--- config.mk ---
export PLATFORM = sky130hd
export DESIGN_NAME = load_align
export DESIGN_NICKNAME = d
export VERILOG_FILES = /design/src/source/mem_pkg.sv /design/src/source/load_align.sv
export SDC_FILE = /design/constraint.sdc
export NUM_CORES = 1
export LEC_CHECK = 0
export ABC_CLOCK_PERIOD_IN_PS = 3000
export BUFFER_PORTS_ARGS = -buffer_cell sky130_fd_sc_hd__buf_2
export CAP_MARGIN = 20
export CORE_MARGIN = 8
export CORE_UTILIZATION = 35
export DETAILED_ROUTE_END_ITERATION = 8
export PLACE_DENSITY = 0.8
export SYNTH_ARGS = -nofsm -noshare
export SYNTH_HDL_FRONTEND = slang
export SYNTH_SLANG_ARGS = --single-unit
--- constraint.sdc ---
create_clock -name vclk -period 3
set_input_delay 0.6 -clock vclk [all_inputs]
set_output_delay 0.6 -clock vclk [all_outputs]
set_load 0.01 [all_outputs]
--- src/source/mem_pkg.sv ---
`default_nettype none

package mem_pkg;

    // Word and byte address widths used when the top level is not overridden
    localparam int DEFAULT_DATA_WIDTH = 32;
    localparam int DEFAULT_ADDR_WIDTH = 32;

    // RV32 load/store funct3 encodings
    localparam logic [2:0] FUNCT3_B  = 3'b000;
    localparam logic [2:0] FUNCT3_H  = 3'b001;
    localparam logic [2:0] FUNCT3_W  = 3'b010;
    localparam logic [2:0] FUNCT3_BU = 3'b100;
    localparam logic [2:0] FUNCT3_HU = 3'b101;

    // Access kind after combining funct3 with the request direction
    typedef enum logic [3:0] {
        LB,
        LH,
        LW,
        LBU,
        LHU,
        SB,
        SH,
        SW,
        // Reserved code or no request
        NOP
    } access_t;

endpackage

`default_nettype wire
--- src/source/load_align.sv ---
`default_nettype none

module load_align (
    input  mem_pkg::access_t                         access,
    input  logic [1:0]                               lane,
    input  logic [mem_pkg::DEFAULT_DATA_WIDTH-1:0]   word,
    output logic [mem_pkg::DEFAULT_DATA_WIDTH-1:0]   result
);

    localparam int WIDTH = mem_pkg::DEFAULT_DATA_WIDTH;

    logic [7:0]  byte_sel;
    logic [15:0] half_sel;

    // Byte lane from both address bits, halfword lane from bit 1 only
    assign byte_sel = word[lane*8 +: 8];
    assign half_sel = word[lane[1]*16 +: 16];

    always_comb begin
        case (access)
            mem_pkg::LB: begin
                result = {{(WIDTH-8){byte_sel[7]}}, byte_sel};
            end
            mem_pkg::LBU: begin
                result = {{(WIDTH-8){1'b0}}, byte_sel};
            end
            mem_pkg::LH: begin
                result = {{(WIDTH-16){half_sel[15]}}, half_sel};
            end
            mem_pkg::LHU: begin
                result = {{(WIDTH-16){1'b0}}, half_sel};
            end
            mem_pkg::LW: begin
                result = word;
            end
            // Stores never use this result
            default: begin
                result = word;
            end
        endcase
    end

endmodule

`default_nettype wire

# [Yosys cells after proc, flatten, opt, wreduce, memory -nomap -nowiden]
# Cells that the tools add are included.
[totals] register_bits=0 in_bits=38 output_inout_bits=32
[classes] n_eq_ne=3 n_shift=2 mux=1 n_reduce_logical=1
[op_table] op="one-hot mux 32 bit (4 select lines)" count=1
[op_table] op="indexed part select 32 x 6 -> 16 bit" count=1
[op_table] op="indexed part select 32 x 6 -> 8 bit" count=1
[op_table] op="equality test 4 x 1 -> 1 bit (second input constant)" count=1
[op_table] op="equality test 4 x 2 -> 1 bit (second input constant)" count=1
[op_table] op="equality test 4 x 3 -> 1 bit (second input constant)" count=1
[op_table] op="zero test 4 bit" count=1

# [Logic depth before layout (Yosys ltp)]
[depth] ltp_word=2 ltp_mapped=5 ltp_nobuf=3

# [Worst setup path before layout]
# No wires, ideal clock.
[synth_timing] path_type="input port to output port" startpoint="in lane[0]" endpoint="out result[10] in the netlist's numbering" arrival_ns=1.886 required_time_ns=2.400 path_slack_ns=0.514 cell_stages=5 n_path_buf=2 path_cell_list="buf_2 -> mux4_2 -> and2_0 -> clkbuf_2 -> a221o_1"
[synth_between] elab_chain_cells=2
[synth_rtl] item="from (decl)" line="load_align.sv:5" rtl="input logic [1:0] lane,"
[synth_rtl] item="indexed part select 32 x 6 -> 8 bit" line="load_align.sv:16" rtl="assign byte_sel = word[lane*8 +: 8];"
[synth_rtl] item="one-hot mux 32 bit (4 select lines)" line="load_align.sv:20" rtl="case (access)"
[synth_rtl] item="to (decl)" line="load_align.sv:7" rtl="output logic [mem_pkg::DEFAULT_DATA_WIDTH-1:0] result"
# Every way passes these cells.

# [Worst setup path in the final report]
[layout_timing] startpoint="in access[0]" endpoint="out result[15] in the netlist's numbering"
[layout_between] elab_chain_cells=2 word_cells_on_any_way=5 cone_classes="3 x eq/ne; 1 x mux; 1 x reduce/logical"
[layout_rtl] item="from (decl)" line="load_align.sv:4" rtl="input mem_pkg::access_t access,"
[layout_rtl] item="equality test 4 x 3 -> 1 bit (tied with other cells)" line="load_align.sv:20"
[layout_rtl] item="one-hot mux 32 bit (4 select lines) *" line="load_align.sv:20"
# Every way passes the cells marked *; elsewhere a longest branch is shown, timed or not.

==> metrics.md <==
| Metric | Value |
|---|---|
| Initial drt markers | 52 |
| Overall routing resource usage | 15.6% |
| Filler cells | 230 |
| Seq cells | 0 |
| Worst setup EP type | output port |
| VDD IR-drop max | 0.110 mV |
| Mux share of post-synthesis cell area | 42.0% |
| Gpl congestion | 0.825 |
| Max_cap viols | 0 |
| Hold-fix buffers at CTS | 0 |
| Number of diodes | 0 |
| Switching share of total power | 51.3% |
| Measured slew at the worst slew-check pin | 0.948 ns |
| Pwr/cell area | 188 nW/um^2 |
| Final cycle utilization of the critical path | 92.1% |
| Post-Route WL | 3500 um |
| Post-Synthesis Cells | 97 |
| Clock buffer count | 0 |
| Detailed Place HPWL | 2890 um |
| Critical path class | primary input to output port |
| Critical Path AT | 2.16 ns |
| P_leak | 0.595 nW |
| Part of the power in registers | 0% |
| Critical Path Fanout Max | 18 |
| CP endpoint | result[15] |
| Final hold violations | 0 |
| Avg WL per Cell | 18.4 um |
| Max-slew headroom | 36.3% |
| Worst path max stage delay | 0.45 ns |
| Compound-cell area share of the yosys netlist | 39.3% |
| Status | completed |
| Commonest non-fill, non-tap cells in the layout | buf_2, o2bb2ai_1 |
| Area Growth Syn to Fin | 41.6% |
| Adder-cell share of the synthesized area | 0% |
| Cts repair resizes | 0 |
| Syn. warnings | 0 |
| Vias in the first global route | 1221 |
| Worst Path Required | 2.40 ns |
| Synth cell types | 22 |
| Final std cells w/o fill | 190 |
| Total DRC errors in the routed layout | 0 |
| Final setup fails | 0 |
| Fin nets | 200 |
| Register area | 0 um^2 |
| Logic gate share of total power | 100.0% |
| Core area | 2410 um^2 |
| Post-Synth Simple-Gate Area | 5.04% |
| First drt pass iteration count | 4 |
| Clock network power share | 0% |
| Pre-CTS WS | 0.263 ns |
| Crit-path most repeated cell | buf_2 |
| Vias per cell | 5.94 |
| Worst setup margin | 0.237 ns |
| Fin area | 1230 um^2 |
| Die height | 65.8 um |
| First-pass GRT wire length | 5650 um |
| Port Buffers | 70 |
| Placed cell area | 1230 um^2 |
| CP Launch Point | access[0] |
| Syn Std Cell Area | 870 um^2 |
| Max Fclk | 0.362 GHz |
| Detailed-route via count | 1129 |
| Crit path cell chain | buf_2 > mux2_4 > or2_1 > a221o_1 > buf_2 |
| Multi-input gate area | 768 um^2 |
| Placed insts | 190 |
| Crit path launch type | primary input |
| RSZ-0062 raised after global routing | no |
| Largest net degree at the start of global routing | 19 |
| Net Sw Power | 0.119 mW |
| Minimum clock period | 2.76 ns |
| Min-delay worst type | primary input to output port |
| Largest family of logic cells by synthesized area | multiplexers |
| Commonest non-fill, non-tap cell in the layout | buf_2 |
| Antenna violations before repair | 0 |
| Power Total | 0.231 mW |
| Slowest-stage cell, CP | or2_1 |
| Post-CTS Setup Bufs | 0 |
| Power Internal | 0.113 mW |
| Syn nets | 135 |
| Final Slew Violations | 0 |
| Initial Util | 36.1% |
| Total negative slack | 0 ns |
| Post-Syn Area per Cell | 8.96 um^2 |
| Share of layout cells above drive strength 1 | 58.1% |
| I/O Pins | 70 |
| Number of antenna-violating nets in the routed design | 0 |
| Remaining Overflow, GRT | 0 |
| # rows | 18 |
| Die width | 65.8 um |
| XOR/XNOR share of the synthesized area | 2.01% |
| Die area | 4340 um^2 |
| Sequential share of the synthesized area | 0% |
-- how the worst min path moves through the flow --
stage | start | to | slack [ns] | cells after the start
6_report | word[31] | result[31] | 1.52 | 3
3_3_place_gp | word[24] | result[24] | 1.52 | 3
2_1_floorplan | word[16] | result[16] | 1.34 | 1
3_5_place_dp | word[28] | result[28] | 1.52 | 3
4_1_cts | word[31] | result[31] | 1.52 | 3
5_1_grt | word[30] | result[30] | 1.54 | 3
-- stage by stage --
stage               hold WS [ns]  utilization, %
finish                      1.52            51.1
detailed placement          1.52            51.1
CTS                         1.52            51.1
global placement            1.52            51.1
floorplan                   1.34               -
global route                1.54            51.1
-- layout make-up --
type                       instances  share of cell area, %
timing repair buffer              76                   32.1
tap                               30                   3.05
multi-input combinational         76                   62.4
inverter                           8                   2.44
-- cell usage after synthesis (all sizes together) --
master,instances,area [um^2]
a2111o,1,11.3
a221o,8,80.1
and2,1,6.26
buf,7,47.5
clkbuf,6,23.8
inv,8,30.0
mux2,9,105
mux2i,8,80.1
mux4,8,180
nor2,2,7.51
nor3,1,5.00
nor4,1,6.26
o21ai,8,40.0
o221ai,8,70.1
o2bb2ai,16,140
or2,1,6.26
or3,2,12.5
xnor2,1,8.76
xor2,1,8.76
-- power groups by stage --
stage | sequential (mW) | clock (mW) | combinational (mW)
after floorplan | 0 | 0 | 0.137
after global placement | 0 | 0 | 0.225
after detailed placement | 0 | 0 | 0.231
after CTS | 0 | 0 | 0.232
after global routing | 0 | 0 | 0.252
final | 0 | 0 | 0.231
-- cell families (layout without fill, tap and decap cells) --
logic type | Yosys count | in the layout
compound gates | 41 | 41
mux | 25 | 25
buf+inv | 21 | 84
simple gates | 8 | 8
xor+xnor | 2 | 2
-- worst max-delay path: cells and delay by family --
kind | cells | cell delay [ns]
multiplexers | 1 | 0.36
AO/OA/AOI/OAI | 1 | 0.45
AND/OR/NAND/NOR | 1 | 0.45
buffers and inverters | 2 | 0.30
-- per-layer routing --
| metal | global-route usage [%] | vias to the layer above | part of all wire [%] |
|---|---|---|---|
| met3 | 3.90 | 4 | 8.6 |
| met2 | 26.9 | 63 | 48 |
| met5 | 0 | - | 0 |
| met4 | 2.18 | 0 | 1.1 |
| met1 | 19.2 | 523 | 42 |
| li1 | - | 539 | - |
Note: power is estimated with default switching activity, not from simulation.
