## src/source/mem_pkg.sv

```systemverilog
`default_nettype none

package mem_pkg;

    // Word and byte address widths used when the top level is not overridden
    localparam int DEFAULT_DATA_WIDTH = 32;
    localparam int DEFAULT_ADDR_WIDTH = 32;

    // RV32 load/store funct3 encodings
    localparam logic [2:0] FUNCT3_B  = 3'b000;
    localparam logic [2:0] FUNCT3_H  = 3'b001;
    localparam logic [2:0] FUNCT3_W  = 3'b010;
    localparam logic [2:0] FUNCT3_BU = 3'b100;
    localparam logic [2:0] FUNCT3_HU = 3'b101;

    // Access kind after combining funct3 with the request direction
    typedef enum logic [3:0] {
        LB,
        LH,
        LW,
        LBU,
        LHU,
        SB,
        SH,
        SW,
        // Reserved code or no request
        NOP
    } access_t;

endpackage

`default_nettype wire
```

## src/source/store_merge.sv

```systemverilog
`default_nettype none

module store_merge (
    input  mem_pkg::access_t                         access,
    input  logic [1:0]                               lane,
    input  logic [mem_pkg::DEFAULT_DATA_WIDTH-1:0]   old_word,
    input  logic [mem_pkg::DEFAULT_DATA_WIDTH-1:0]   store_data,
    output logic [mem_pkg::DEFAULT_DATA_WIDTH-1:0]   merged
);

    localparam int WIDTH = mem_pkg::DEFAULT_DATA_WIDTH;

    logic [3:0]       byte_en;
    logic [WIDTH-1:0] lane_data;

    // Byte enables for the addressed lanes
    always_comb begin
        case (access)
            mem_pkg::SB: begin
                byte_en = 4'b0001 << lane;
            end
            mem_pkg::SH: begin
                byte_en = lane[1] ? 4'b1100 : 4'b0011;
            end
            mem_pkg::SW: begin
                byte_en = 4'b1111;
            end
            default: begin
                byte_en = 4'b0000;
            end
        endcase
    end

    // Replicate the low store bits so every lane sees its own copy
    always_comb begin
        case (access)
            mem_pkg::SB: lane_data = {4{store_data[7:0]}};
            mem_pkg::SH: lane_data = {2{store_data[15:0]}};
            default:     lane_data = store_data;
        endcase
    end

    always_comb begin
        for (int b = 0; b < 4; b++) begin
            merged[b*8 +: 8] = byte_en[b] ? lane_data[b*8 +: 8] : old_word[b*8 +: 8];
        end
    end

endmodule

`default_nettype wire

```

## config.mk

```make
export PLATFORM = sky130hd
export DESIGN_NAME = store_merge
export DESIGN_NICKNAME = d
export VERILOG_FILES = /design/src/source/mem_pkg.sv /design/src/source/store_merge.sv
export SDC_FILE = /design/constraint.sdc
export NUM_CORES = 1
export LEC_CHECK = 0
export ABC_AREA = 1
export CORE_AREA = 2 2 49 62
export DETAILED_ROUTE_END_ITERATION = 12
export DIE_AREA = 0 0 51 64
export DONT_BUFFER_PORTS = 1
export PLACE_DENSITY = 0.53
export SLEW_MARGIN = 30
export SYNTH_ARGS = -nofsm -noshare
export SYNTH_HDL_FRONTEND = slang
export SYNTH_SLANG_ARGS = --single-unit
```

## constraint.sdc

```tcl
create_clock -name vclk -period 2
set_clock_uncertainty 0.15 [all_clocks]
set_input_delay 0.4 -clock vclk [all_inputs]
set_output_delay 0.4 -clock vclk [all_outputs]
set_load 0.1 [all_outputs]
```

# Word level (Yosys, flattened, before mapping)
# Index checks and enable logic that the tools add are counted.
[op_classes]
n_eq_ne = 3
shift = 1
muxes = 7
[ops]
columns = ["operator", "n"]
rows = [
  ["$pmux 32 s2", 1],
  ["$mux 8", 4],
  ["$eq 4x3->1 const B", 3],
  ["$pmux 4 s3", 1],
  ["$mux 4", 1],
  ["$shl 1x2->4 const A", 1],
]
[totals]
regBits = 0
out_inout_bits = 32
word_cells = 11

# Longest topological paths before layout
[logic_depth]
ltp_word = 3
mapped_depth = 9
mapped_depth_nobuf = 8

# Worst setup path after synthesis
# No wires, ideal clock.
[synth_timing]
kind = "input port to output port"
start = "in access[2]"
end = "out merged[29] (netlist bit)"
arrival_ns = 1.850
required_ns = 1.450
setup_slack_ns = -0.400
cell_stages = 9
path_buffers = 1
path_cell_list = "inv_1 > nor2_4 > clkbuf_1 > nand3_1 > nand2_1 > inv_1 > nand2_1 > nand2_1 > nand2_1"
[synth_via]
elab_chain_len = 3
elab_cells_between_ends = 6
classes_between = "3 x eq/ne; 3 x mux"
[synth_lines]
columns = ["item", "line", "text"]
rows = [
  ["start, declared", "store_merge.sv:4", "input mem_pkg::access_t access,"],
  ["$eq 4x3->1, on equally long branches", "store_merge.sv:18, store_merge.sv:36", ""],
  ["$pmux 4 s3 or $pmux 32 s2 (tied branches)", "store_merge.sv:18, store_merge.sv:36", ""],
  ["$mux 8 *", "store_merge.sv:45", "merged[b*8 +: 8] = byte_en[b] ? lane_data[b*8 +: 8] : old_word[b*8 +: 8];"],
  ["end, declared", "store_merge.sv:8", "output logic [mem_pkg::DEFAULT_DATA_WIDTH-1:0] merged"],
]
# Mark *: on every way between the ends. The rest lies on a longest branch, timed or not.

# Final worst setup path
[layout_timing]
start = "in access[3]"
end = "out merged[22] (netlist bit)"
# Same word-level chain as after synthesis.

==> load_flow_metrics.sql <==
INSERT INTO impl_metrics (metric_group, metric, value, unit) VALUES
('worst_setup_path', 'max_stage_delay', '0.20', 'ns'),
('worst_setup_path', 'worst-endpoint-arrival', '1.47', 'ns'),
('synthesis', 'synth.area.top_cells', 'nand2_1 41%, nand3_1 24%, inv_1 6.3%', ''),
('sta', 'report.final.hold_viol_count', '0', ''),
('global_routing', 'antenna_found_initial', '0', ''),
('sta', 'timing_worst_slew_pin_value', '0.3084', 'ns'),
('final_layout', 'post_route_cells_drive_above_1_share', '65.25', '%'),
('placed_design', 'routabilityCongestion', '0.7802', ''),
('worst_setup_path', 'worstSetupStartpointType', 'input pin', ''),
('global_routing', 'grt_pass1_vias', '1544', ''),
('synthesis', 'syn-instance-count', '215', ''),
('power_and_ir_drop', 'comb_power_share', '100.0', '%'),
('run', 'count_of_maximum_capacitance_violations', '0', ''),
('detailed_routing', 'detailroute.via_count', '1521', ''),
('floorplanning', 'initial_core_util', '38.38', '%'),
('final_layout', 'antenna-diode-count', '0', ''),
('synthesis', 'total_nets_after_synthesis', '285', ''),
('sta', 'timing.final.crit_period', '2.015', 'ns'),
('detailed_routing', 'first_pass_iters', '4', ''),
('floorplanning', 'placementRows', '21', ''),
('detailed_routing', 'wirelength', '4618', 'µm'),
('sta', 'layout_worst_path_cycle_share', '100.8', '%'),
('floorplanning', 'design.portCount', '102', ''),
('sta', 'timing.final.ws_setup', '-0.01530', 'ns'),
('power_and_ir_drop', 'irDropWorstVdd', '0.2625', 'mV'),
('status', 'outcome', 'finished, violations left', ''),
('power_and_ir_drop', 'swShare', '76.68', '%'),
('detailed_routing', 'ant_nets', '0', ''),
('placed_design', 'numPortBuffers', '0', ''),
('sta', 'fmaxAchievable', '496.2', 'MHz'),
('power_and_ir_drop', 'p_int', '191.9', 'µW'),
('worst_setup_path', 'worst-path-max-fanout', '8', ''),
('power_and_ir_drop', 'power.sequential.fraction', '0', '%'),
('synthesis', 'synth_cell_types', '18', ''),
('worst_setup_path', 'cell_type_of_the_slowest_stage_on_the_worst_timing_path', 'nand2_8', ''),
('worst_hold_path', 'timing.hold.worst.class', 'input pin to output port', ''),
('floorplanning', 'core', '0.002654', 'mm²'),
('synthesis', 'syn-cell-area', '0.001018', 'mm²'),
('synthesis', 'syn_area_per_cell', '4.737', 'µm²'),
('power_and_ir_drop', 'powerDensity', '370.1', 'mW/mm²'),
('detailed_routing', 'wl_per_cell', '17.10', 'µm'),
('sta', 'finalSetupViolCount', '4', ''),
('worst_setup_path', 'worstPathCellList', 'nor2_4 -> buf_6 -> buf_6 -> nand2_4 -> buf_6 -> nand3b_1 -> nand3_2 -> nand2_8', ''),
('synthesis', 'yosys.area.top_type', 'nand2_1', ''),
('final_layout', 'design_area', '0.002223', 'mm²'),
('placed_design', 'placement.cell_area', '0.001386', 'mm²'),
('sta', 'timing.slew.headroom', '79.39', '%'),
('sta', 'rsz0062_at_grt', 'yes', ''),
('synthesis', 'post_synthesis_sequential_area_ratio', '0', '%'),
('final_layout', 'area_delta_synth_final', '118.3', '%'),
('floorplanning', 'die_height', '64', 'µm'),
('power_and_ir_drop', 'total_leakage_power', '0.9994', 'nW'),
('final_layout', 'seq_cell_count', '0', ''),
('final_layout', 'ff_latch_area', '0', 'µm²'),
('floorplanning', 'fp.dieW', '51', 'µm'),
('status', 'violations_in_the_final_reports', 'setup timing', ''),
('sta', 'fin_worst_hold_slack', '0.8497', 'ns'),
('worst_setup_path', 'cp_top_family', 'simple AND/OR/NAND/NOR gates', ''),
('final_layout', 'layout.nets', '308', ''),
('worst_setup_path', 'critical_path_buf_inv_count', '3', ''),
('placed_design', 'detailedPlace.worstSlack', '-0.1028', 'ns'),
('final_layout', 'num-clock-buffers', '0', ''),
('worst_setup_path', 'critical_path.most_common_cell', 'buf_6', ''),
('global_routing', 'gr_overflow_total', '0', ''),
('detailed_routing', 'drtIter0Drc', '39', ''),
('global_routing', 'grt_pass1_wl', '7107', 'µm'),
('worst_setup_path', 'critPathCaptureType', 'output port', ''),
('detailed_routing', 'drcViolationCount', '0', ''),
('detailed_routing', 'vias_per_cell', '5.633', ''),
('global_routing', 'grt_max_degree', '18', ''),
('placed_design', 'place_hpwl', '3075', 'µm'),
('floorplanning', 'die-area', '0.003264', 'mm²'),
('synthesis', 'synthDominantCellAreaShare', '41.28', '%'),
('sta', 'timing_max_transition_violations_final', '0', ''),
('power_and_ir_drop', 'p_switching', '631.0', 'µW'),
('worst_setup_path', 'critPathRequiredTime', '1.45', 'ns'),
('global_routing', 'grt_util_all_layers', '27.19', '%'),
('worst_setup_path', 'setup_crit_path_kind', 'input pin to output port', ''),
('power_and_ir_drop', 'power.clock.fraction', '0', '%'),
('synthesis', 'yosys_warnings', '0', '');
routing by layer:
metal,global-route usage [%],up-vias,part of all wire (%)
li1,-,732,-
met1,28.90,699,33
met2,54.38,80,58
met3,3.738,10,6.7
met4,5.405,0,1.9
met5,0,-,0
cell usage after synthesis:
| cell type | number |
|---|---|
| buf_2 | 3 |
| buf_4 | 1 |
| buf_6 | 1 |
| clkbuf_1 | 2 |
| inv_1 | 17 |
| inv_2 | 5 |
| nand2_1 | 112 |
| nand2_2 | 5 |
| nand2_4 | 2 |
| nand3_1 | 49 |
| nand3_4 | 1 |
| nand3b_1 | 8 |
| nand4_1 | 1 |
| nand4_4 | 1 |
| nor2_1 | 2 |
| nor2_4 | 3 |
| o211ai_1 | 1 |
| o211ai_4 | 1 |
power groups by stage:
stage | Sequential [mW] | Clock (mW) | Combinational, mW
global placement | 0 | 0 | 0.638
floorplan | 0 | 0 | 0.605
finish | 0 | 0 | 0.823
detailed placement | 0 | 0 | 0.642
global route | 0 | 0 | 0.852
CTS | 0 | 0 | 0.768
kinds of logic after synthesis:
kind of cell | count (synthesis) | synth area share, %
buffers and inverters | 29 | 12.16
AOI/OAI and AO/OA | 2 | 2.826
and+or+nand+nor | 184 | 85.01
cell type report:
class / instances / area [µm²]
fill: 154 / 430.4
tap: 34 / 42.54
multi-input combinational: 188 / 1813
inverter: 22 / 97.59
timing repair buffer: 26 / 270.3
placed cells by master, fill, tap and decap left out, drive strengths merged:
cell	netlist	routed
nor2	5	5
nand2	119	121
buf	5	26
nand3b	8	8
o211ai	2	2
nand3	50	50
nand4	2	2
inv	22	22
per-stage QoR:
stage,total power [mW],cells,setup TNS (ns),utilization [%]
global placement,0.6379,256,-0.6059,52.24
finish,0.8229,270,-0.02626,83.78
detailed placement,0.6421,256,-1.471,52.24
floorplan,0.6046,215,0,-
CTS,0.7685,264,-0.2039,74.26
global route,0.8524,270,-0.5231,83.78
what timing repair did:
item,in CTS,in global routing
pin swaps,30,43
gates resized for setup,99,49
hold buffers,0,0
cloned,2,0
setup buffers,6,6
setup endpoints to repair,25,31
final timing paths:
check                    start         end  slack, ns  depth (start not counted)
hold / removal    old_word[24]  merged[24]       0.85                          2
setup / recovery     access[3]  merged[22]      -0.02                          8
Power figures use the tool's default switching activity.
