===== config.mk =====
export PLATFORM = sky130hd
export DESIGN_NAME = data_mem_ctrl
export DESIGN_NICKNAME = d
export VERILOG_FILES = /design/src/source/mem_pkg.sv /design/src/source/data_mem_ctrl.sv
export SDC_FILE = /design/constraint.sdc
export NUM_CORES = 1
export LEC_CHECK = 0
export ABC_AREA = 0
export BUFFER_PORTS_ARGS = -buffer_cell sky130_fd_sc_hd__buf_2
export CAP_MARGIN = 20
export CORE_AREA = 4 4 117 119
export DETAILED_ROUTE_END_ITERATION = 16
export DIE_AREA = 0 0 121 123
export PLACE_DENSITY_LB_ADDON = 0.1
export SYNTH_ARGS = -nofsm -noshare
export SYNTH_HDL_FRONTEND = slang
export SYNTH_SLANG_ARGS = --single-unit

===== constraint.sdc =====
create_clock -name clk -period 3.24 [get_ports clk]
set_clock_uncertainty 0.2 [all_clocks]
set_input_delay 0.486 -clock clk [delete_from_list [all_inputs] [get_ports clk]]
set_output_delay 0.486 -clock clk [all_outputs]
set_load 0.01 [all_outputs]

===== src/source/mem_pkg.sv =====
`default_nettype none

package mem_pkg;

    // Word and byte address widths used when the top level is not overridden
    localparam int DEFAULT_DATA_WIDTH = 32;
    localparam int DEFAULT_ADDR_WIDTH = 32;

    // RV32 load/store funct3 encodings
    localparam logic [2:0] FUNCT3_B  = 3'b000;
    localparam logic [2:0] FUNCT3_H  = 3'b001;
    localparam logic [2:0] FUNCT3_W  = 3'b010;
    localparam logic [2:0] FUNCT3_BU = 3'b100;
    localparam logic [2:0] FUNCT3_HU = 3'b101;

    // Access kind after combining funct3 with the request direction
    typedef enum logic [3:0] {
        LB,
        LH,
        LW,
        LBU,
        LHU,
        SB,
        SH,
        SW,
        // Reserved code or no request
        NOP
    } access_t;

endpackage

`default_nettype wire

===== src/source/data_mem_ctrl.sv =====
`default_nettype none

module data_mem_ctrl #(
    parameter int DATA_WIDTH  = 32,
    parameter int ADDR_WIDTH  = 32,
    parameter int RAM_LATENCY = 2
) (
    input  logic                  clk,
    input  logic                  rstN,
    input  logic                  read_en,
    input  logic                  write_en,
    input  logic [2:0]            funct3,
    input  logic [ADDR_WIDTH-1:0] address,
    input  logic [DATA_WIDTH-1:0] data_in,
    input  logic [DATA_WIDTH-1:0] ram_rdata,
    input  logic [DATA_WIDTH-1:0] aligned,
    input  logic [DATA_WIDTH-1:0] merged,
    output logic                  ready,
    output logic [DATA_WIDTH-1:0] data_out,
    output logic                  ram_read,
    output logic                  ram_write,
    output logic [ADDR_WIDTH-3:0] ram_index,
    output logic [DATA_WIDTH-1:0] ram_wdata,
    output mem_pkg::access_t      access,
    output logic [1:0]            lane,
    output logic [DATA_WIDTH-1:0] store_word
);

    // Wait states last until the counter reaches the RAM latency
    localparam int CNT_WIDTH = $clog2(RAM_LATENCY + 1);
    localparam logic [CNT_WIDTH-1:0] WAIT_LAST = CNT_WIDTH'(RAM_LATENCY);

    typedef enum logic [2:0] {
        idle,
        load_wait,
        load_done,
        store_wait,
        store_write
    } state_t;

    state_t               state;
    mem_pkg::access_t     req_access;
    logic                 req_is_load;
    logic                 accept;
    logic [CNT_WIDTH-1:0] wait_cnt;

    // Read has priority when both enables are high
    always_comb begin
        req_access = mem_pkg::NOP;
        if (read_en) begin
            case (funct3)
                mem_pkg::FUNCT3_B:  req_access = mem_pkg::LB;
                mem_pkg::FUNCT3_H:  req_access = mem_pkg::LH;
                mem_pkg::FUNCT3_W:  req_access = mem_pkg::LW;
                mem_pkg::FUNCT3_BU: req_access = mem_pkg::LBU;
                mem_pkg::FUNCT3_HU: req_access = mem_pkg::LHU;
                default:            req_access = mem_pkg::NOP;
            endcase
        end else if (write_en) begin
            case (funct3)
                mem_pkg::FUNCT3_B: req_access = mem_pkg::SB;
                mem_pkg::FUNCT3_H: req_access = mem_pkg::SH;
                mem_pkg::FUNCT3_W: req_access = mem_pkg::SW;
                default:           req_access = mem_pkg::NOP;
            endcase
        end
    end

    assign req_is_load = req_access inside {mem_pkg::LB, mem_pkg::LH, mem_pkg::LW,
                                            mem_pkg::LBU, mem_pkg::LHU};
    assign accept      = (state == idle) && (req_access != mem_pkg::NOP);
    assign ready       = (state == idle);

    always_ff @(posedge clk) begin
        if (!rstN) begin
            state     <= idle;
            access    <= mem_pkg::NOP;
            ram_read  <= 1'b0;
            ram_write <= 1'b0;
            data_out  <= '0;
            wait_cnt  <= '0;
        end else begin
            case (state)
                idle: begin
                    if (accept) begin
                        access   <= req_access;
                        wait_cnt <= '0;
                        // Full word stores skip the read of the old word
                        if (req_access == mem_pkg::SW) begin
                            state <= store_write;
                        end else begin
                            ram_read <= 1'b1;
                            state    <= req_is_load ? load_wait : store_wait;
                        end
                    end
                end
                load_wait, store_wait: begin
                    ram_read <= 1'b0;
                    if (wait_cnt == WAIT_LAST) begin
                        state <= (state == load_wait) ? load_done : store_write;
                    end else begin
                        wait_cnt <= wait_cnt + 1'b1;
                    end
                end
                load_done: begin
                    data_out <= aligned;
                    state    <= idle;
                end
                store_write: begin
                    // First cycle issues the write, second lets the RAM take it
                    if (!ram_write) begin
                        ram_write <= 1'b1;
                    end else begin
                        ram_write <= 1'b0;
                        state     <= idle;
                    end
                end
                default: begin
                    state <= idle;
                end
            endcase
        end
    end

    // Request payload and write data
    always_ff @(posedge clk) begin
        if (accept) begin
            ram_index  <= address[ADDR_WIDTH-1:2];
            lane       <= address[1:0];
            store_word <= data_in;
        end
        if (state == store_write && !ram_write) begin
            ram_wdata <= merged;
        end
    end

endmodule

`default_nettype wire


# ---- Word level (Yosys, flattened, before mapping)
# Cells that the tools add are included.
dict set report totals {
  output_inout_bits 135
  regBits 139
  wordCells 62
  inputBits 167
}
dict set report op_classes {
  reduce_logical 13
  n_eq_ne 20
  mux 18
  addsub 1
}
# op n
set op_table {}
lappend op_table {{$pmux 4 s5} 1}
lappend op_table {{$mux 3} 5}
lappend op_table {{$pmux 4 s3} 1}
lappend op_table {{$eq 3x2->1 const B} 3}
lappend op_table {{$eq 3x3->1 const B} 3}
lappend op_table {{$pmux 3 s3} 1}
lappend op_table {{$reduce_and 3->1} 3}
lappend op_table {{$eq 4x2->1 const B} 2}
lappend op_table {{$eq 4x3->1 const B} 2}
lappend op_table {{$mux 4} 2}
lappend op_table {{$ne 2x2->1 const B} 4}
lappend op_table {{$eq 3x1->1 const B} 2}
lappend op_table {{$logic_not 3->1} 2}
lappend op_table {{$mux 2} 3}
lappend op_table {{$reduce_bool 5->1} 1}
lappend op_table {{$eq 4x1->1 const B} 1}
lappend op_table {{$logic_not 4->1} 1}
lappend op_table {{$ne 4x4->1 const B} 1}
lappend op_table {{$pmux 2 s2} 1}
lappend op_table {{$mux 1} 3}
lappend op_table {{$add 2x1->2 const B} 1}
lappend op_table {{$eq 2x2->1 const B} 1}
lappend op_table {{$logic_and 1x1->1} 2}
lappend op_table {{$ne 2x1->1 const B} 1}
lappend op_table {{5 further kinds} 5}

# ---- Depth between registers and ports, before layout
# Gate-level depths: netlist (run 1).
dict set report logic_depth {
  word_depth 10
  mapped_depth 5
}

# ---- Least setup slack after synthesis (run 1)
# No wires, ideal clock.
dict set report synth_path {
  path_kind {flip-flop to flip-flop}
  from {register state[0]}
  to {register lane[0], enable pin}
  setup_ns 0.419
  stages_incl_launch_ff 5
  arrival_ns 2.276
  path_buffers 0
  slack_ns 0.345
  cell_sequence {dfxtp_1 -> or3_4 -> clkinv_4 -> o2111ai_4 -> inv_1}
}
dict set report synth_between {
  elab_chain_cells 2
}
# item line
set synth_rtl {}
lappend synth_rtl {{start, declared} data_mem_ctrl.sv:41} ;# state_t state;
lappend synth_rtl {{start signal, assigned} data_mem_ctrl.sv:76} ;# state <= idle;
lappend synth_rtl {{start signal, assigned} data_mem_ctrl.sv:90} ;# state <= store_write;
lappend synth_rtl {{start signal, assigned} data_mem_ctrl.sv:93} ;# state <= req_is_load ? load_wait : store_wait;
lappend synth_rtl {{$logic_not 3->1} -}
lappend synth_rtl {{net ready} data_mem_ctrl.sv:18} ;# output logic ready,
lappend synth_rtl {{$logic_and 1x1->1} data_mem_ctrl.sv:71} ;# assign accept = (state == idle) && (req_access != mem_pkg::NOP);
lappend synth_rtl {{net accept} data_mem_ctrl.sv:44} ;# logic accept;
lappend synth_rtl {{end signal, assigned} data_mem_ctrl.sv:129} ;# lane <= address[1:0];
lappend synth_rtl {{end, declared} data_mem_ctrl.sv:25} ;# output logic [1:0] lane,
# The timed path passes the listed nets, and every way through them passes these cells.
# A chain may end at the register's enable or synchronous reset.

# ---- Worst setup path after layout (run 1)
dict set report layout_path {
  from {register state[0]}
  to {register store_word[26], enable pin}
}
dict set report layout_between {
  elab_chain_cells 2
}
# item line
set layout_rtl {}
lappend layout_rtl {{$logic_not 3->1} data_mem_ctrl.sv:71}
lappend layout_rtl {{$logic_and 1x1->1} data_mem_ctrl.sv:71}
lappend layout_rtl {{net accept} data_mem_ctrl.sv:44}
lappend layout_rtl {{end signal, assigned} data_mem_ctrl.sv:130} ;# store_word <= data_in;
lappend layout_rtl {{end, declared} data_mem_ctrl.sv:26} ;# output logic [DATA_WIDTH-1:0] store_word
# The timed path passes the listed nets, and every way through them passes these cells.

==> metrics.yaml, run 1 <==
die:
  floorplan.initialDensity_pct: 36.6
  fp.dieW_um: 121
  dieArea_sq_mm: 0.0149
  num_rows: 41
  pin_count: 302
  coreArea_sq_mm: 0.0126
  die_h_um: 123
synthesis:
  synth_ff_type: "edfxtp_1"
  netlist_area_sq_mm: 0.00460
  yosysUniqueCellTypes: 39
  syn_avg_cell_area_sq_um: 15.0
  syn-num-nets: 475
  synth_edf_count: 96
  synth_area_leaders: "edfxtp_1 63%, dfxtp_1 19%, nand2_1 5.9%"
  yosysWarningCount: 0
  yosys_register_bits: 139
  synthCells: 307
  yosysTopAreaCell: "edfxtp_1"
  seq_area_frac_synth_pct: 81.3
  async_flop_share_pct: 0
  yosys.area.top_type_share_pct: 62.6
clock_tree:
  clk-insertion-delay-late_ps: 400
  clk_path_buf_depth: 2
  cts.htree.levels: 4
  cts_resized: 0
  path_clk_slew_ps: 60
  cts-buffers-inserted: 17
  cts_root_buf: "clkbuf_16"
  cts_sinks: 139
  cts_tree: "built"
  postCtsHoldBufs: 0
  cts_setup_buffers: 0
timing:
  period_share_pct: 72.0
  worst_pin_slew_ps: 940
  fmax_mhz: 429
  min_period_ps: 2330
  hold_violations: 0
  tns_ps: 0
  rsz0062_at_grt: "no"
  slew-limit-headroom_pct: 37.2
  slew_viol_final: 0
  setup_viol: 0
layout:
  final_common_cell: "buf_2"
  layout_common_cells: "269 x buf_2, 96 x edfxtp_1, 72 x nand2_1"
  num-fill-cells: 1108
  syn_to_final_growth_pct: 45.4
  nets: 755
  diodes: 0
  multi_input_area_sq_um: 801
  drive_gt1_share_pct: 50.8
  seqCellArea_sq_mm: 0.00374
setup_path:
  startpoint_type: "flop"
  r2r_cells: 5
  crit_required_ps: 3140
  crit_path_end_kind: "flop"
  worstPathMaxFanout: 24
  critical_path_class: "reg -> reg"
  r2r_end: "store_word[26]"
  crit_arrival_ps: 2230
  r2r_start: "state[0]"
  r2r_slack_ps: 910
min_path:
  hold_path.class: "in -> reg"
  hold_path_end: "ram_index[11]"
  min_path_cells: 1
  hold_path_startpoint: "address[13]"
drt:
  drt_wl_total_um: 11400
  drt_iter0_drc: 199
  vias: 3392
  ant_nets: 0
  drcViolationCount: 0
  wl_per_cell_um: 14.7
  drtPass1Iterations: 4
  drt-vias-per-instance: 4.39
power:
  p_total_w: 0.00407
  peakVddDrop_mv: 0.343
  p_leak_nw: 2.86
  p_per_area_mw_per_mm2: 607
global_route:
  grt_use_total_pct: 15.0
  overflow: 0
  first_global_vias: 3293
  grt_max_degree: 35
  antenna_found_initial: 0
  grt_pass1_wl_um: 17000
placement:
  dp_hpwl_um: 8530
  numPortBuffers: 269
  place.gp.congestion: 0.756
run_status:
  status: "finished, final reports clean"
job:
  maxCapViolations: 0
## cells in the mapped netlist, drive strengths merged (3+ instances only)
cell,count
nand2,72
dfxtp,43
edfxtp,96
nor3b,3
inv,4
or3,3
buf,3
clkbuf,9
a21oi,34
nor2,8
## worst max-delay path by stage
stage	cells past startpoint	slack [ps]	from	end
after detailed placement	5	850	funct3[1]	ram_index[18]
final	5	910	state[0]	store_word[26]
after global routing	5	760	state[0]	store_word[26]
after global placement	5	880	funct3[1]	ram_index[18]
after CTS	5	900	state[0]	store_word[27]
after floorplan	4	350	state[0]	lane[0]
## metal layers
metal	vias up	GRT usage, %	share of wire (%)
met4	0	6.80	1.6
met1	1559	17.2	39
met5	-	0	0
met3	12	5.81	9.3
met2	153	25.0	50
li1	1668	-	-
## layout make-up
cell class                 instances  area share (%)
sequential                       139            55.9
tap                              172            3.21
multi-input combinational        151            12.0
clock buffer                      27            7.07
clock inverter                     5           0.729
timing repair buffer             273            20.7
inverter                           5           0.355
## cell families after synthesis
group | synth area share, %
flip-flops | 81.3
AND/OR/NAND/NOR | 9.76
AO/OA/AOI/OAI | 6.69
buffers and inverters | 1.58
XOR/XNOR | 0.381
adder cells (fa/ha/maj) | 0.272
## metrics by stage
step                instances  hold WS [ps]  util, %  setup slack, ps  instance area (sq um)
finish                    772          49.7     53.3              908                   6690
global route              772          25.5     53.3              763                   6690
CTS                       772          27.5     53.3              903                   6690
detailed placement        740           236     49.1              852                   6170
global placement          740           233     49.1              882                   6170
floorplan                 307           256        -              345                   4600
## power by group
| part | switching, W | total [W] | internal, W |
|---|---|---|---|
| Clock | 0.000635 | 0.00170 | 0.00107 |
| Combinational | 0.000187 | 0.000333 | 0.000146 |
| Sequential | 0.0000265 | 0.00203 | 0.00200 |
| Total | 0.000848 | 0.00407 | 0.00322 |
## worst max-delay path, stage by stage, from the launching register on
cell and delay (ps):
dfxtp_1 380, or3_4 460, clkinv_4 90, o2111ai_4 130
inv_2 430, buf_4 320
## state kept, by name, summed over array words and instances (netlist names)
name and cells:
ram_write 1, lane 2, data_out 32, ram_index 30, access 4, store_word 32, ram_wdata 32, ram_read 1
wait_cnt 2, state 3
Power figures use the tool's default switching activity.
==> run 2, diff against run 1 <==
- ABC_AREA: 0 -> 1
- CORE_AREA: 4 4 117 119 -> 4 4 114 116
- DIE_AREA: 0 0 121 123 -> 0 0 118 120
- clock period: 3.24 -> 2.45 ns (I/O delays scaled with it)
==> run 2 against run 1 <==
First-iteration DRC count is 19% higher; critical path depth down 2; clock power is 35% higher; wire length grew 26%; synthesized area grew 1.9%; largest power group unchanged.
==> metrics.yaml, run 2 <==
drt:
  vias: 3978  # +17%
  drtPass1Iterations: 4  # unchanged
  wl_per_cell_um: 16.3  # +10%
  drcViolationCount: 0  # unchanged
  ant_nets: 0  # unchanged
  drt_iter0_drc: 237  # +19%
  drt_wl_total_um: 14300  # +26%
  drt-vias-per-instance: 4.53  # +3.1%
clock_tree:
  path_clk_slew_ps: 60  # about the same
  cts.htree.levels: 4  # unchanged
  cts_root_buf: "clkbuf_16"
  cts_setup_buffers: 0  # unchanged
  cts_tree: "built"
  cts-buffers-inserted: 17  # unchanged
  clk_path_buf_depth: 2  # unchanged
  cts_sinks: 139  # unchanged
  clk-insertion-delay-late_ps: 400  # about the same
layout:
  layout_common_cells: "269 x buf_2, 96 x dlygate4sd3_1, 96 x edfxtp_1"
  diodes: 0  # unchanged
  multi_input_area_sq_um: 704  # -12%
  nets: 886  # +17%
  finalNonFillerCells: 878  # +14%
  num-fill-cells: 941  # -15%
  final_common_cell: "buf_2"
  design_area_sq_mm: 0.00774  # +16%
  drive_gt1_share_pct: 43.4  # -7.5 points
  syn_to_final_growth_pct: 65.1
  seqCellArea_sq_mm: 0.00374  # unchanged
  reg_top3: "data_out: 32 flops, ram_wdata: 32 flops, store_word: 32 flops"
timing:
  period_share_pct: 79.2
  slew-limit-headroom_pct: 73.3  # +36 points
  rsz0062_at_grt: "no"
  fmax_mhz: 516
  min_period_ps: 1940
  hold_violations: 0  # unchanged
  setup_slack_ps: 511  # -397 ps
  worst_pin_slew_ps: 400  # -539 ps
  slew_viol_final: 0  # unchanged
  setup_viol: 0  # unchanged
  tns_ps: 0  # unchanged
setup_path:
  crit_path_end: "ready"
  worstPathMaxFanout: 8  # -67%
  crit_path_end_kind: "output port"
  r2r_start: "state[2]"
  r2r_slack_ps: 760  # -150 ps
  startpoint: "state[1]"
  critical_path_class: "reg -> out"
  startpoint_type: "flop"
  crit_arrival_ps: 1370  # -860 ps
  r2r_end: "ram_wdata[23]"
  crit_required_ps: 1880  # -1260 ps
  r2r_cells: 3  # -2
power:
  p_leak_nw: 3.43  # +20%
  p_total_w: 0.00765  # +88%
  peakVddDrop_mv: 0.471  # +37%
  p_per_area_mw_per_mm2: 988  # +63%
run_status:
  status: "finished, final reports clean"
synthesis:
  yosysTopAreaCell: "edfxtp_1"
  synth_top_cells_by_count: "96 x edfxtp_1, 47 x inv_1, 43 x dfxtp_1"
  synth_edf_count: 96  # unchanged
  yosysMostFrequentCell: "edfxtp_1"
  seq_area_frac_synth_pct: 79.8  # -1.5 points
  yosysUniqueCellTypes: 27  # -31%
  yosys.area.top_type_share_pct: 61.5  # -1.2 points
  yosysWarningCount: 0  # unchanged
  synthCells: 337  # +9.8%
  netlist_area_sq_mm: 0.00469  # +1.9%
  yosys_register_bits: 139  # unchanged
  syn_avg_cell_area_sq_um: 13.9  # -7.2%
  synth_area_leaders: "edfxtp_1 61%, dfxtp_1 18%, a21oi_1 4.5%"
  syn-num-nets: 505  # +6.3%
  synth_ff_type: "edfxtp_1"
  async_flop_share_pct: 0  # unchanged
global_route:
  antenna_found_initial: 0  # unchanged
  overflow: 0  # unchanged
  grt_max_degree: 35  # unchanged
  grt_pass1_wl_um: 22500  # +33%
  grt_use_total_pct: 20.7  # +5.7 points
  first_global_vias: 4182  # +27%
die:
  pin_count: 302  # unchanged
  floorplan.initialDensity_pct: 39.4  # +2.7 points
  dieArea_sq_mm: 0.0142  # -4.9%
  die_h_um: 120  # -2.4%
  num_rows: 40  # -2.4%
  fp.dieW_um: 118  # -2.5%
  coreArea_sq_mm: 0.0119  # -5.2%
placement:
  dp_hpwl_um: 9690  # +14%
  placed_cells: 750  # +1.4%
  dp_slack_ps: 441  # -410 ps
  numPortBuffers: 269  # unchanged
  place.gp.congestion: 0.868  # +15%
  place_area_sq_mm: 0.00625  # +1.2%
min_path:
  hold_path.class: "in -> reg"
job:
  maxCapViolations: 0  # unchanged
## run 2: repair_timing
action                    4_1_cts  5_1_grt
hold endpoints to repair       96        0
resized for setup               0        0
hold buffers                   96        0
## run 2: metrics by stage
stage | hold slack (ps) | utilization (%)
2_1_floorplan | 252 | -
3_3_place_gp | 229 | 52.4
3_5_place_dp | 231 | 52.4
4_1_cts | 21.8 | 65.0
5_1_grt | 31.3 | 65.0
6_report | 40.1 | 65.0
## run 2: worst min-delay path by stage
stage / from / to / slack, ps / cells past startpoint
final: aligned[11] / data_out[11] / 40 / 3
after CTS: aligned[11] / data_out[11] / 20 / 3
after floorplan: wait_cnt[0] / wait_cnt[0] / 250 / 2
after detailed placement: data_out[4] / data_out[4] / 230 / 2
after global routing: aligned[8] / data_out[8] / 30 / 3
after global placement: data_out[7] / data_out[7] / 230 / 2
## run 2: critical path, cell delays in order (launching register included)
cell     delay, ps
dfxtp_1        380
nor3_4         230
buf_4          210
buf_2          150
## run 2: layer usage
metal	track usage (%)	routed length (um)	part of all wire (%)	up-vias
met5	0	0	0	-
met4	7.03	223	1.6	0
met3	7.12	1010	7.1	20
met2	38.7	7860	55	176
met1	21.6	5180	36	1853
li1	-	-	-	1929
## run 2: layout make-up
class | count | share of cell area, %
multi-input combinational | 138 | 9.10
inverter | 49 | 2.38
clock inverter | 13 | 1.32
clock buffer | 19 | 5.59
tap | 147 | 2.38
timing repair buffer | 373 | 30.9
sequential | 139 | 48.3
## run 2: cells by family (layout without fill, tap and decap cells)
kind of cell,after synthesis,count (layout),synth area share [%]
adders and majority gates,1,1,0.267
AOI/OAI and AO/OA,80,80,8.80
and+or+nand+nor,57,57,5.95
DFF,139,139,79.8
buffers and inverters,60,454,5.15
## run 2: power by group
| part | internal, W | switching (W) |
|---|---|---|
| registers | 0.00317 | 0.000211 |
| logic | 0.000805 | 0.00116 |
| clock network | 0.00138 | 0.000923 |
